==> src/source/memtest_pkg.sv <==
/*
 * Shared types and constants of the DDR3 self-test controller.
 * Every design file takes what it needs through a wildcard import.
 */
package memtest_pkg;

	// ----------------------------------------
	// Widths
	// ----------------------------------------
	// Word address in 16-bit units: [26:24] bank, [23:10] row, [9:0] column
	typedef logic [26:0]  dram_addr_t;
	typedef logic [127:0] dram_data_t;
	typedef logic [7:0]   char_t;
	typedef logic [6:0]   rom_ptr_t;
	typedef logic [5:0]   led_t;

	// ----------------------------------------
	// Test range and print format
	// ----------------------------------------
	localparam dram_addr_t addr_step = 27'd8;
	localparam int test_word_count = 64;
	// Progress line every this many bursts
	localparam int progress_words = 16;
	localparam int addr_hex_digits = 7;
	localparam int data_hex_digits = 32;

	typedef logic [$clog2(test_word_count)-1:0] burst_t;
	// Address widened to whole hex digits
	typedef logic [4*addr_hex_digits-1:0] hex_addr_t;

	// Phase codes on the LEDs
	localparam led_t led_idle      = 6'b101010;
	localparam led_t led_wait_init = 6'b000011;
	localparam led_t led_write     = 6'b001100;
	localparam led_t led_read      = 6'b111110;
	localparam led_t led_done      = 6'b001111;

	// Special bytes in the message ROM
	localparam char_t char_end = 8'h00;
	localparam char_t char_cr  = 8'h0D;
	localparam char_t char_lf  = 8'h0A;
	localparam char_t tok_addr = "@";
	localparam char_t tok_data = "#";

	// Value of each message is its start offset in the ROM
	typedef enum rom_ptr_t {
		msg_title      = 7'd0,
		msg_init_ok    = 7'd23,
		msg_write      = 7'd40,
		msg_read_error = 7'd46,
		msg_read       = 7'd62
	} msg_id_t;

	typedef struct packed {
		msg_id_t    msg;
		hex_addr_t  addr;
		dram_data_t data;
	} print_req_t;

	typedef struct packed {
		dram_addr_t addr;
		logic       write;
		dram_data_t wdata;
	} dram_req_t;

	typedef enum logic [3:0] {
		seq_wait_button, seq_title_wait, seq_wait_init, seq_init_ok_wait,
		seq_burst, seq_progress_wait, seq_request, seq_read_data,
		seq_error_wait, seq_done
	} seq_state_t;

	typedef enum logic [1:0] {
		pr_idle, pr_fetch, pr_send
	} print_state_t;

	// Upper case ASCII hex digit
	function automatic char_t hex_digit(input logic [3:0] nibble);
		if (nibble < 4'd10) begin
			return 8'h30 + {4'd0, nibble};
		end
		return 8'h37 + {4'd0, nibble};
	endfunction

endpackage

==> src/source/message_rom.sv <==
/*
 * Constant text table of the self-test messages.
 * Read combinationally by the print engine; the offset of each message
 * is its msg_id_t value, and a zero byte closes it.
 */
`timescale 1ns/1ps

module message_rom
	import memtest_pkg::*;
(
	input  rom_ptr_t rom_ptr,
	output char_t    rom_char
);

	localparam int text_len = 68;

	// ----------------------------------------
	// Byte image
	// ----------------------------------------
	// @ stands for the address, # for the data
	localparam char_t [0:text_len-1] msg_text = {
		// Title, offset 0
		"DDR3 Test", char_cr, char_lf,
		"Wait init", char_cr, char_lf,
		char_end,
		// Init done, offset 23
		"Init OK", char_cr, char_lf,
		"Write", char_cr, char_lf,
		char_end,
		// Write progress, offset 40
		"W:", tok_addr, char_cr, char_lf,
		char_end,
		// Mismatch report, offset 46
		" Read Err ", tok_addr, ":", tok_data, char_cr, char_lf,
		char_end,
		// Read progress, offset 62
		"R:", tok_addr, char_cr, char_lf,
		char_end
	};

	// Past the last message reads as end of text
	assign rom_char = (rom_ptr < rom_ptr_t'(text_len)) ? msg_text[rom_ptr] : char_end;

endmodule

==> src/source/message_printer.sv <==
/*
 * Print engine. Walks one message of the ROM per request and sends
 * its bytes on a valid/ready character stream; @ and # become the
 * latched address and data in hex. Done pulses once at the end.
 */
`timescale 1ns/1ps

module message_printer
	import memtest_pkg::*;
(
	input  logic       clk,
	input  logic       reset_n,
	input  logic       print_start,
	input  print_req_t print_req,
	output rom_ptr_t   rom_ptr,
	input  char_t      rom_char,
	output logic       busy,
	output logic       print_done,
	output logic       char_valid,
	input  logic       char_ready,
	output char_t      char_data
);

	localparam int count_bits = $clog2(data_hex_digits);
	localparam int data_bits = $bits(dram_data_t);

	print_state_t          state;
	print_req_t            req_q;
	rom_ptr_t              ptr_q;
	// Value being printed, next digit at the top
	dram_data_t            shift_q;
	logic [count_bits-1:0] digits_left;
	char_t                 char_q;
	logic                  valid_q;
	logic                  done_q;

	always_ff @(posedge clk) begin
		if (!reset_n) begin
			state   <= pr_idle;
			valid_q <= 1'b0;
			done_q  <= 1'b0;
		end else begin
			done_q <= 1'b0;
			case (state)
				// ----------------------------------------
				// Wait for a request
				// ----------------------------------------
				pr_idle: begin
					if (print_start) begin
						req_q <= print_req;
						ptr_q <= print_req.msg;
						state <= pr_fetch;
					end
				end
				// ----------------------------------------
				// Classify the byte under the pointer
				// ----------------------------------------
				pr_fetch: begin
					case (rom_char)
						char_end: begin
							// Busy drops with the done pulse
							done_q <= 1'b1;
							state  <= pr_idle;
						end
						tok_addr: begin
							shift_q     <= {req_q.addr, {(data_bits - $bits(hex_addr_t)){1'b0}}};
							digits_left <= count_bits'(addr_hex_digits - 1);
							char_q      <= hex_digit(req_q.addr[$bits(hex_addr_t)-1 -: 4]);
							valid_q     <= 1'b1;
							ptr_q       <= ptr_q + 7'd1;
							state       <= pr_send;
						end
						tok_data: begin
							shift_q     <= req_q.data;
							digits_left <= count_bits'(data_hex_digits - 1);
							char_q      <= hex_digit(req_q.data[data_bits-1 -: 4]);
							valid_q     <= 1'b1;
							ptr_q       <= ptr_q + 7'd1;
							state       <= pr_send;
						end
						default: begin
							// Plain text, a single character
							digits_left <= '0;
							char_q      <= rom_char;
							valid_q     <= 1'b1;
							ptr_q       <= ptr_q + 7'd1;
							state       <= pr_send;
						end
					endcase
				end
				// ----------------------------------------
				// Hold the character until accepted
				// ----------------------------------------
				pr_send: begin
					if (char_ready) begin
						if (digits_left == '0) begin
							valid_q <= 1'b0;
							state   <= pr_fetch;
						end else begin
							// Next hex digit, back to back
							shift_q     <= shift_q << 4;
							digits_left <= digits_left - 1'b1;
							char_q      <= hex_digit(shift_q[data_bits-5 -: 4]);
						end
					end
				end
				default: state <= pr_idle;
			endcase
		end
	end

	assign rom_ptr    = ptr_q;
	assign busy       = (state != pr_idle);
	assign print_done = done_q;
	assign char_valid = valid_q;
	assign char_data  = char_q;

endmodule

==> src/source/test_sequencer.sv <==
/*
 * Main controller of the self-test. Waits for a button, prints the
 * title, waits for DRAM init, then writes an incrementing pattern and
 * reads it back, reporting every mismatch. Phase shown on the LEDs.
 */
`timescale 1ns/1ps

module test_sequencer
	import memtest_pkg::*;
(
	input  logic       clk,
	input  logic       reset_n,
	input  logic [4:0] button,
	output led_t       led,
	input  logic       sdram_init_busy,
	output logic       dram_valid,
	input  logic       dram_ready,
	output dram_req_t  dram_req,
	input  dram_data_t dram_rdata,
	input  logic       dram_rdata_valid,
	output logic       print_start,
	output print_req_t print_req,
	input  logic       print_done
);

	seq_state_t state;
	led_t       led_q;
	logic       dram_valid_q;
	logic       start_q;
	// High in the write pass, low in the read pass
	logic       write_q;
	burst_t     burst_q;
	msg_id_t    msg_q;
	// Last mismatching read data
	dram_data_t err_data_q;

	dram_addr_t burst_addr;
	dram_data_t pattern;
	logic       last_burst;
	logic       progress_due;

	// Address and expected data follow the burst index
	assign burst_addr   = dram_addr_t'(burst_q) * addr_step;
	assign pattern      = dram_data_t'(burst_q);
	assign last_burst   = (burst_q == burst_t'(test_word_count - 1));
	assign progress_due = ((burst_q % burst_t'(progress_words)) == '0);

	always_ff @(posedge clk) begin
		if (!reset_n) begin
			state        <= seq_wait_button;
			led_q        <= led_idle;
			dram_valid_q <= 1'b0;
			start_q      <= 1'b0;
			write_q      <= 1'b1;
			burst_q      <= '0;
		end else begin
			// Print start is a single-cycle pulse
			start_q <= 1'b0;
			case (state)
				// ----------------------------------------
				// Startup
				// ----------------------------------------
				seq_wait_button: begin
					// Any button pulls its line low
					if (button != 5'b11111) begin
						msg_q   <= msg_title;
						start_q <= 1'b1;
						state   <= seq_title_wait;
					end
				end
				seq_title_wait: begin
					if (print_done) begin
						led_q <= led_wait_init;
						state <= seq_wait_init;
					end
				end
				seq_wait_init: begin
					if (!sdram_init_busy) begin
						led_q   <= led_write;
						msg_q   <= msg_init_ok;
						start_q <= 1'b1;
						state   <= seq_init_ok_wait;
					end
				end
				seq_init_ok_wait: begin
					if (print_done) begin
						write_q <= 1'b1;
						burst_q <= '0;
						state   <= seq_burst;
					end
				end
				// ----------------------------------------
				// Burst loop, shared by both passes
				// ----------------------------------------
				seq_burst: begin
					if (progress_due) begin
						msg_q   <= write_q ? msg_write : msg_read;
						start_q <= 1'b1;
						state   <= seq_progress_wait;
					end else begin
						dram_valid_q <= 1'b1;
						state        <= seq_request;
					end
				end
				seq_progress_wait: begin
					// Request only after the progress line is out
					if (print_done) begin
						dram_valid_q <= 1'b1;
						state        <= seq_request;
					end
				end
				seq_request: begin
					if (dram_ready) begin
						dram_valid_q <= 1'b0;
						if (!write_q) begin
							state <= seq_read_data;
						end else if (last_burst) begin
							// Write pass over, restart for reading
							write_q <= 1'b0;
							burst_q <= '0;
							led_q   <= led_read;
							state   <= seq_burst;
						end else begin
							burst_q <= burst_q + 1'b1;
							state   <= seq_burst;
						end
					end
				end
				// ----------------------------------------
				// Compare and report
				// ----------------------------------------
				seq_read_data: begin
					if (dram_rdata_valid) begin
						if (dram_rdata != pattern) begin
							err_data_q <= dram_rdata;
							msg_q      <= msg_read_error;
							start_q    <= 1'b1;
							state      <= seq_error_wait;
						end else if (last_burst) begin
							led_q <= led_done;
							state <= seq_done;
						end else begin
							burst_q <= burst_q + 1'b1;
							state   <= seq_burst;
						end
					end
				end
				seq_error_wait: begin
					// Carry on with the next burst
					if (print_done) begin
						if (last_burst) begin
							led_q <= led_done;
							state <= seq_done;
						end else begin
							burst_q <= burst_q + 1'b1;
							state   <= seq_burst;
						end
					end
				end
				seq_done: state <= seq_done;
				default: state <= seq_wait_button;
			endcase
		end
	end

	assign led         = led_q;
	assign dram_valid  = dram_valid_q;
	assign dram_req    = '{addr: burst_addr, write: write_q, wdata: pattern};
	assign print_start = start_q;
	assign print_req   = '{msg: msg_q, addr: hex_addr_t'(burst_addr), data: err_data_q};

endmodule

==> src/source/memtest_top.sv <==
/*
 * Top level of the DDR3 self-test controller.
 * Joins the sequencer, the print engine and the message ROM.
 */
`timescale 1ns/1ps

module memtest_top
	import memtest_pkg::*;
(
	input  logic       clk,
	input  logic       reset_n,
	input  logic [4:0] button,
	output led_t       led,
	// High while the memory controller initializes
	input  logic       sdram_init_busy,
	// Character stream
	output logic       char_valid,
	input  logic       char_ready,
	output char_t      char_data,
	// DRAM request and read return
	output logic       dram_valid,
	input  logic       dram_ready,
	output dram_req_t  dram_req,
	input  dram_data_t dram_rdata,
	input  logic       dram_rdata_valid
);

	// ----------------------------------------
	// Internal links
	// ----------------------------------------
	logic       print_start;
	print_req_t print_req;
	logic       print_done;
	rom_ptr_t   rom_ptr;
	char_t      rom_char;

	test_sequencer u_sequencer (
		.clk              (clk),
		.reset_n          (reset_n),
		.button           (button),
		.led              (led),
		.sdram_init_busy  (sdram_init_busy),
		.dram_valid       (dram_valid),
		.dram_ready       (dram_ready),
		.dram_req         (dram_req),
		.dram_rdata       (dram_rdata),
		.dram_rdata_valid (dram_rdata_valid),
		.print_start      (print_start),
		.print_req        (print_req),
		.print_done       (print_done)
	);

	message_printer u_printer (
		.clk         (clk),
		.reset_n     (reset_n),
		.print_start (print_start),
		.print_req   (print_req),
		.rom_ptr     (rom_ptr),
		.rom_char    (rom_char),
		.busy        (),
		.print_done  (print_done),
		.char_valid  (char_valid),
		.char_ready  (char_ready),
		.char_data   (char_data)
	);

	message_rom u_rom (
		.rom_ptr  (rom_ptr),
		.rom_char (rom_char)
	);

endmodule

==> config.mk <==
export PLATFORM = sky130hd
export DESIGN_NAME = memtest_top
export DESIGN_NICKNAME = d
export VERILOG_FILES = /design/src/source/memtest_pkg.sv /design/src/source/message_rom.sv /design/src/source/message_printer.sv /design/src/source/test_sequencer.sv /design/src/source/memtest_top.sv
export SDC_FILE = /design/constraint.sdc
export NUM_CORES = 1
export LEC_CHECK = 0
export ABC_AREA = 1
export BUFFER_PORTS_ARGS = -buffer_cell sky130_fd_sc_hd__clkbuf_2
export CORE_MARGIN = 2
export CORE_UTILIZATION = 30
export DETAILED_ROUTE_END_ITERATION = 10
export PLACE_DENSITY = 0.5
export REMOVE_ABC_BUFFERS = 1
export SLEW_MARGIN = 10
export SYNTH_ARGS = -nofsm -noshare
export SYNTH_HDL_FRONTEND = slang
export SYNTH_SLANG_ARGS = --single-unit
export TNS_END_PERCENT = 10
==> constraint.sdc <==
create_clock -name clk -period 33.8 [get_ports clk]
set_input_delay 5.07 -clock clk [delete_from_list [all_inputs] [get_ports clk]]
set_output_delay 5.07 -clock clk [all_outputs]
set_load 0.02 [all_outputs]
## Word-level counts from Yosys, hierarchy flattened

Memory sizes are Yosys's and may differ from the RTL's.
Index checks and enable logic that the tools add are counted.

| storage, ports and cells | value |
|---|---|
| register bits | 436 |
| latch bits | 0 |
| RAM bits | 0 |
| memory bits (read-only) | 1024 |
| input port bits | 139 |
| output and inout port bits | 172 |
| logic and storage cells | 190 |
| memories | 1 |

Memory list:

| memory | depth | bits a word | rd ports | clocked after Yosys merged registers in | write ports | RTL line | RTL |
|---|---|---|---|---|---|---|---|
| (no name shown) | 128 | 8 | 1 | 0 | 0 | message_rom.sv:42 | `assign rom_char = (rom_ptr < rom_ptr_t'(text_len)) ? msg_text[rom_ptr] : char_end;` |

| operators by class | value |
|---|---|
| add/sub/neg operators | 7 |
| multipliers | 0 |
| divide/modulo/power cells | 0 |
| $lt $le $gt $ge | 4 |
| equality and inequality tests | 36 |
| shift-type cells | 0 |
| mux-type cells | 98 |
| bitwise gates (word level) | 1 |
| reductions and logical operators | 26 |

Operators by type and width:

| cell | count |
|---|---|
| one-hot mux 124 bit (2 select lines) | 2 |
| 2-to-1 mux 124 bit | 2 |
| != test 128 x 6 -> 1 bit | 1 |
| 2-to-1 mux 6 bit | 17 |
| 2-to-1 mux 8 bit | 9 |
| 2-to-1 mux 7 bit | 7 |
| 2-to-1 mux 4 bit | 10 |
| one-hot mux 4 bit (10 select lines) | 1 |
| one-hot mux 6 bit (5 select lines) | 1 |
| adder 6 x 4 -> 7 bit, first input constant | 4 |
| one-hot mux 7 bit (4 select lines) | 1 |
| 2-to-1 mux 1 bit | 27 |
| one-hot mux 6 bit (4 select lines) | 1 |
| one-hot mux 8 bit (3 select lines) | 1 |
| != test 2 x 1 -> 1 bit, second input constant | 10 |
| != test 2 bit, second input constant | 9 |
| == test 4 x 3 -> 1 bit, second input constant | 4 |
| one-hot mux 8 bit (2 select lines) | 1 |
| AND reduction 4 bit | 4 |
| 2-to-1 mux 5 bit | 3 |
| one-hot mux 5 bit (3 select lines) | 1 |
| one-hot mux 7 bit (2 select lines) | 1 |
| AND reduction 7 bit | 2 |
| 2-to-1 mux 2 bit | 6 |
| 37 further kinds | 47 |

## Depth between registers and ports, before layout

| logic depth | value |
|---|---|
| word-level depth | 12 |
| mapped depth | 18 |
| mapped depth without buffers | 18 |

## Modules after synthesis

A second synthesis with hierarchy kept.

| unflattened totals | value |
|---|---|
| cells, all modules | 1616 |
| area, all modules | 19700.1 sq um |

Modules (own cells, without submodules):

| module | instances | cells an instance | area an instance (sq um) | sequential area each (sq um) |
|---|---|---|---|---|
| message_printer | 1 | 772 | 11642.4 | 9088.7 |
| test_sequencer | 1 | 652 | 7140.6 | 4344.2 |
| message_rom | 1 | 192 | 917.1 | 0.0 |

## Least setup slack after synthesis

No wires, ideal clock.

| path | value |
|---|---|
| kind | input port to flip-flop |
| from | in reset_n |
| to | reg u_printer.req_q[0] (netlist name) (enable) |
| library setup time | 0.957 ns |
| arrival | 17.742 ns |
| data required time | 32.843 ns |
| slack | 15.102 ns |
| cell stages on the path | 2 |
| path buffers | 0 |
| cell sequence | inv_1 > nor4_1 |

| between the ends | value |
|---|---|
| cells in the longest elaborated chain, start to end | 1 |

RTL lines:

| what | RTL line | RTL |
|---|---|---|
| start: declaration | memtest_top.sv:11 | `input logic reset_n,` |
| AND reduction 3 bit (no source line) | n/a |  |
| end signal: assignment | message_printer.sv:50 | `req_q <= print_req;` |
| end: declaration | message_printer.sv:28 | `print_req_t req_q;` |

No other way between the ends.
A chain may end at the register's enable or synchronous reset.

## Worst setup path after layout

| path | value |
|---|---|
| from | in dram_rdata[67] |
| to | reg u_sequencer.err_data_q[52] (enable) |

| between the ends | value |
|---|---|
| cells in the longest elaborated chain, start to end | 2 |

RTL lines:

| what | RTL line | RTL |
|---|---|---|
| start: declaration | memtest_top.sv:24 | `input dram_data_t dram_rdata,` |
| != test 128 x 6 -> 1 bit | test_sequencer.sv:134 | `if (dram_rdata != pattern) begin` |
| AND reduction 4 bit (no source line) | n/a |  |
| end signal: assignment | test_sequencer.sv:135 | `err_data_q <= dram_rdata;` |
| end: declaration | test_sequencer.sv:35 | `dram_data_t err_data_q;` |

No other way between the ends.

==> results.md <==
* H-tree lvl count at 2
* First-pass GRT wire length at 62700 um
* CTS Hold Bufs at 0
* Placer congestion estimate at 0.855
* Vias in the first global route at 10800
* FF-to-FF End: u_printer.shift_q[117]
* Mapped cell area at 18600 um2
* DRT iter0 DRCs at 848
* Synth top cells by count: 571 x nand2_1, 409 x edfxtp_1, 159 x buf_4
* Cell taking the most area after synthesis: edfxtp_1
* Worst Tran Pin Value at 1180 ps
* Later-pin clock latency in the skew report at 560 ps
* CP Launch Type: input pin
* Max-cap viol count at 0
* Cells on worst reg2reg path at 17
* Yosys reg bits at 432
* Final Hold Fails at 0
* Initial antenna violation count at 1
* Grt total ovfl at 0
* Die height at 253 um
* Routed Antenna Nets at 0
* Cells after DPL at 2564
* Post_cts resized at 0
* CTS Sinks at 432
* Number of post-CTS setup repair buffers at 0
* Yosys top cell area share at 66.1%
* Register area share after synthesis at 68.6%
* Worst setup path start: dram_rdata[67]
* Clk slew on worst S/H paths at 60 ps
* Synth area leaders: edfxtp_1 66%, nand2_1 12%, buf_4 6.4%
* DR vias/cell at 4.27
* DRT Pass-1 Iters at 5
* RSZ-0062 raised after global routing: false
* Worst r2r src: u_printer.rom_ptr[0]
* Crit path kind: input pin to register
* Post-Synthesis Cells at 1653
* Dpl cell area at 19600 um2
* Outcome: completed
* DIE WIDTH at 253 um
* Port bufs at 166
* # nets final at 1977
* Worst clock skew at 12.2 ps
* Slew Limit Fails at 0
* Total negative setup slack at 0 ps
* Worst setup path endpoint: u_sequencer.err_data_q[52]
* Pin count of the biggest net entering global routing at 96
* Global Route Usage Sum at 12.7%
* Max clock buf depth at 3
* Aggregate routed wire length at 41100 um
* Top-count cell post-synth: nand2_1
* Syn Area/Cell at 11.2 um2
* Die footprint at 63900 um2
* Worst EP required at 33950 ps
* WP data arrival at 7770 ps
* CP Max Fanout at 84
* CTS tree: yes
* Lkg Pwr at 8.50 nW
* Synth Flop Type: edfxtp_1
* Initial core utilization at 30.2%
* Final instance area at 21100 um2
* Post-DP HPWL at 27700 um
* FILL cells at 6189
* Worst vdd ir at 33.4 uV
* Ports at 311
* Yosys cell types at 41
* Post-synth EDFFs at 409
* Async set or reset register ratio after synthesis at 0%
* Detailed-route via count at 11300
* Yosys warns at 0
* Avg WL per Cell at 15.5 um
* Final setup vio count at 0
* P per Cell Area at 76.5 nW/um2
* Max-slew headroom at 21.5%
* HP Class: register to register
* Layout cell share with drive strength beyond 1 at 14.2%
* Site Rows at 91
* Crit end category: register
* Min Tclk post-route at 7620 ps
* Non-Filler Instances at 2649
* Root buffer cell: clkbuf_16
* Fmax at 0.131 GHz
* Flop-to-flop setup slack at 29040 ps
* Synthesis-to-finish area growth at 13.7%
* Drt drc at 0
* Std-Cell Core Area at 61500 um2
* Period utilisation layout at 22.5%
* TritonCTS buffer count at 47
## metrics by stage
stage / hold slack, ps / utilization (%) / total power [mW] / worst slack (ps)
final: 413 / 34.3 / 1.62 / 26180
after global routing: 420 / 34.3 / 1.72 / 25890
after CTS: 418 / 34.3 / 1.64 / 26090
after detailed placement: 405 / 31.9 / 1.13 / 25480
after global placement: 401 / 31.9 / 1.13 / 25590
after floorplan: 400 / - / 1.02 / 14940
## routing by layer
layer	global-route usage (%)	vias to the layer above	wire, um
met1	17.7	5394	19100
li1	-	5614	-
met4	4.07	0	860
met5	0	-	0
met3	2.14	55	1790
met2	20.1	254	19400
## layout by cell type (no fill, tap or decap), types with 3 or more instances in the layout
cell / instances
inv_2: 4
clkinv_2: 4
clkbuf_1: 9
nand3_1: 62
o22ai_1: 3
dfxtp_1: 23
nor2_1: 135
inv_1: 80
clkinv_1: 12
a31oi_1: 3
xor2_1: 4
o211ai_1: 9
nor2_2: 5
o21ai_0: 38
bufinv_16: 5
nor2_4: 5
nor3_1: 9
a21oi_1: 32
edfxtp_1: 409
nand2_1: 571
nand4_1: 17
clkbuf_2: 166
clkbuf_16: 48
nand3b_1: 4
buf_4: 10
o21ai_1: 5
ha_1: 15
conb_1: 144
inv_6: 3
## worst max-delay path, cell delays in order
cell and delay (ps):
clkbuf_2 90, nor2_1 100, nand2_1 70, nor2_1 190
nand2_1 140, nor3_1 290, nand2_1 140, nor2_1 330
nand2_1 90, nand2_1 250, nor3_2 60, buf_4 300
buf_4 520
## flip-flops by register name, indices dropped and copies added (netlist names)
signal,cells
u_printer.char_valid,1
u_printer.digits_left,5
u_printer.print_done,1
u_printer.rom_ptr,7
u_sequencer.state,4
u_printer.state,2
u_printer.req_q,134
u_printer.shift_q,124
u_sequencer.msg_q,4
u_sequencer.write_q,1
u_printer.char_data,7
u_sequencer.dram_valid,1
u_sequencer.burst_q,6
u_sequencer.led,6
u_sequencer.print_start,1
u_sequencer.err_data_q,128
## worst min path at each step
stage / start / to / slack (ps) / cells past startpoint
6_report: u_sequencer.err_data_q[12] / u_printer.req_q[12] / 410 / 0
5_1_grt: u_sequencer.err_data_q[92] / u_printer.req_q[92] / 420 / 0
3_5_place_dp: u_sequencer.err_data_q[14] / u_printer.req_q[14] / 400 / 0
2_1_floorplan: u_sequencer.err_data_q[0] / u_printer.req_q[0] / 400 / 0
4_1_cts: u_sequencer.err_data_q[12] / u_printer.req_q[12] / 420 / 0
3_3_place_gp: u_sequencer.err_data_q[108] / u_printer.req_q[108] / 400 / 0
## area by class of cell
class	instances	area [um2]	share of cell area [%]
clock buffers	57	1230	5.85
multi-input cells	1079	4630	21.9
flip-flops and latches	432	12700	60.3
well taps	790	988	4.68
repair buffers	176	906	4.29
clock inverters	27	279	1.32
diodes	1	2.50	0.0118
inverters	87	332	1.57
## where the power goes
group	total (mW)	switching (mW)	internal, mW
clock network	0.505	0.207	0.298
registers	0.749	0.0400	0.709
logic	0.362	0.268	0.0947
## cells by family after synthesis
kind of cell	count (synthesis)	synth area share, %
DFF	432	68.6
other	1	0.0202
adders and majority gates	15	1.01
and+or+nand+nor	815	17.7
AOI/OAI and AO/OA	100	3.04
xor gates and xnor gates	5	0.236
buffers and inverters	285	9.41
(Power assumes the default switching activity.)
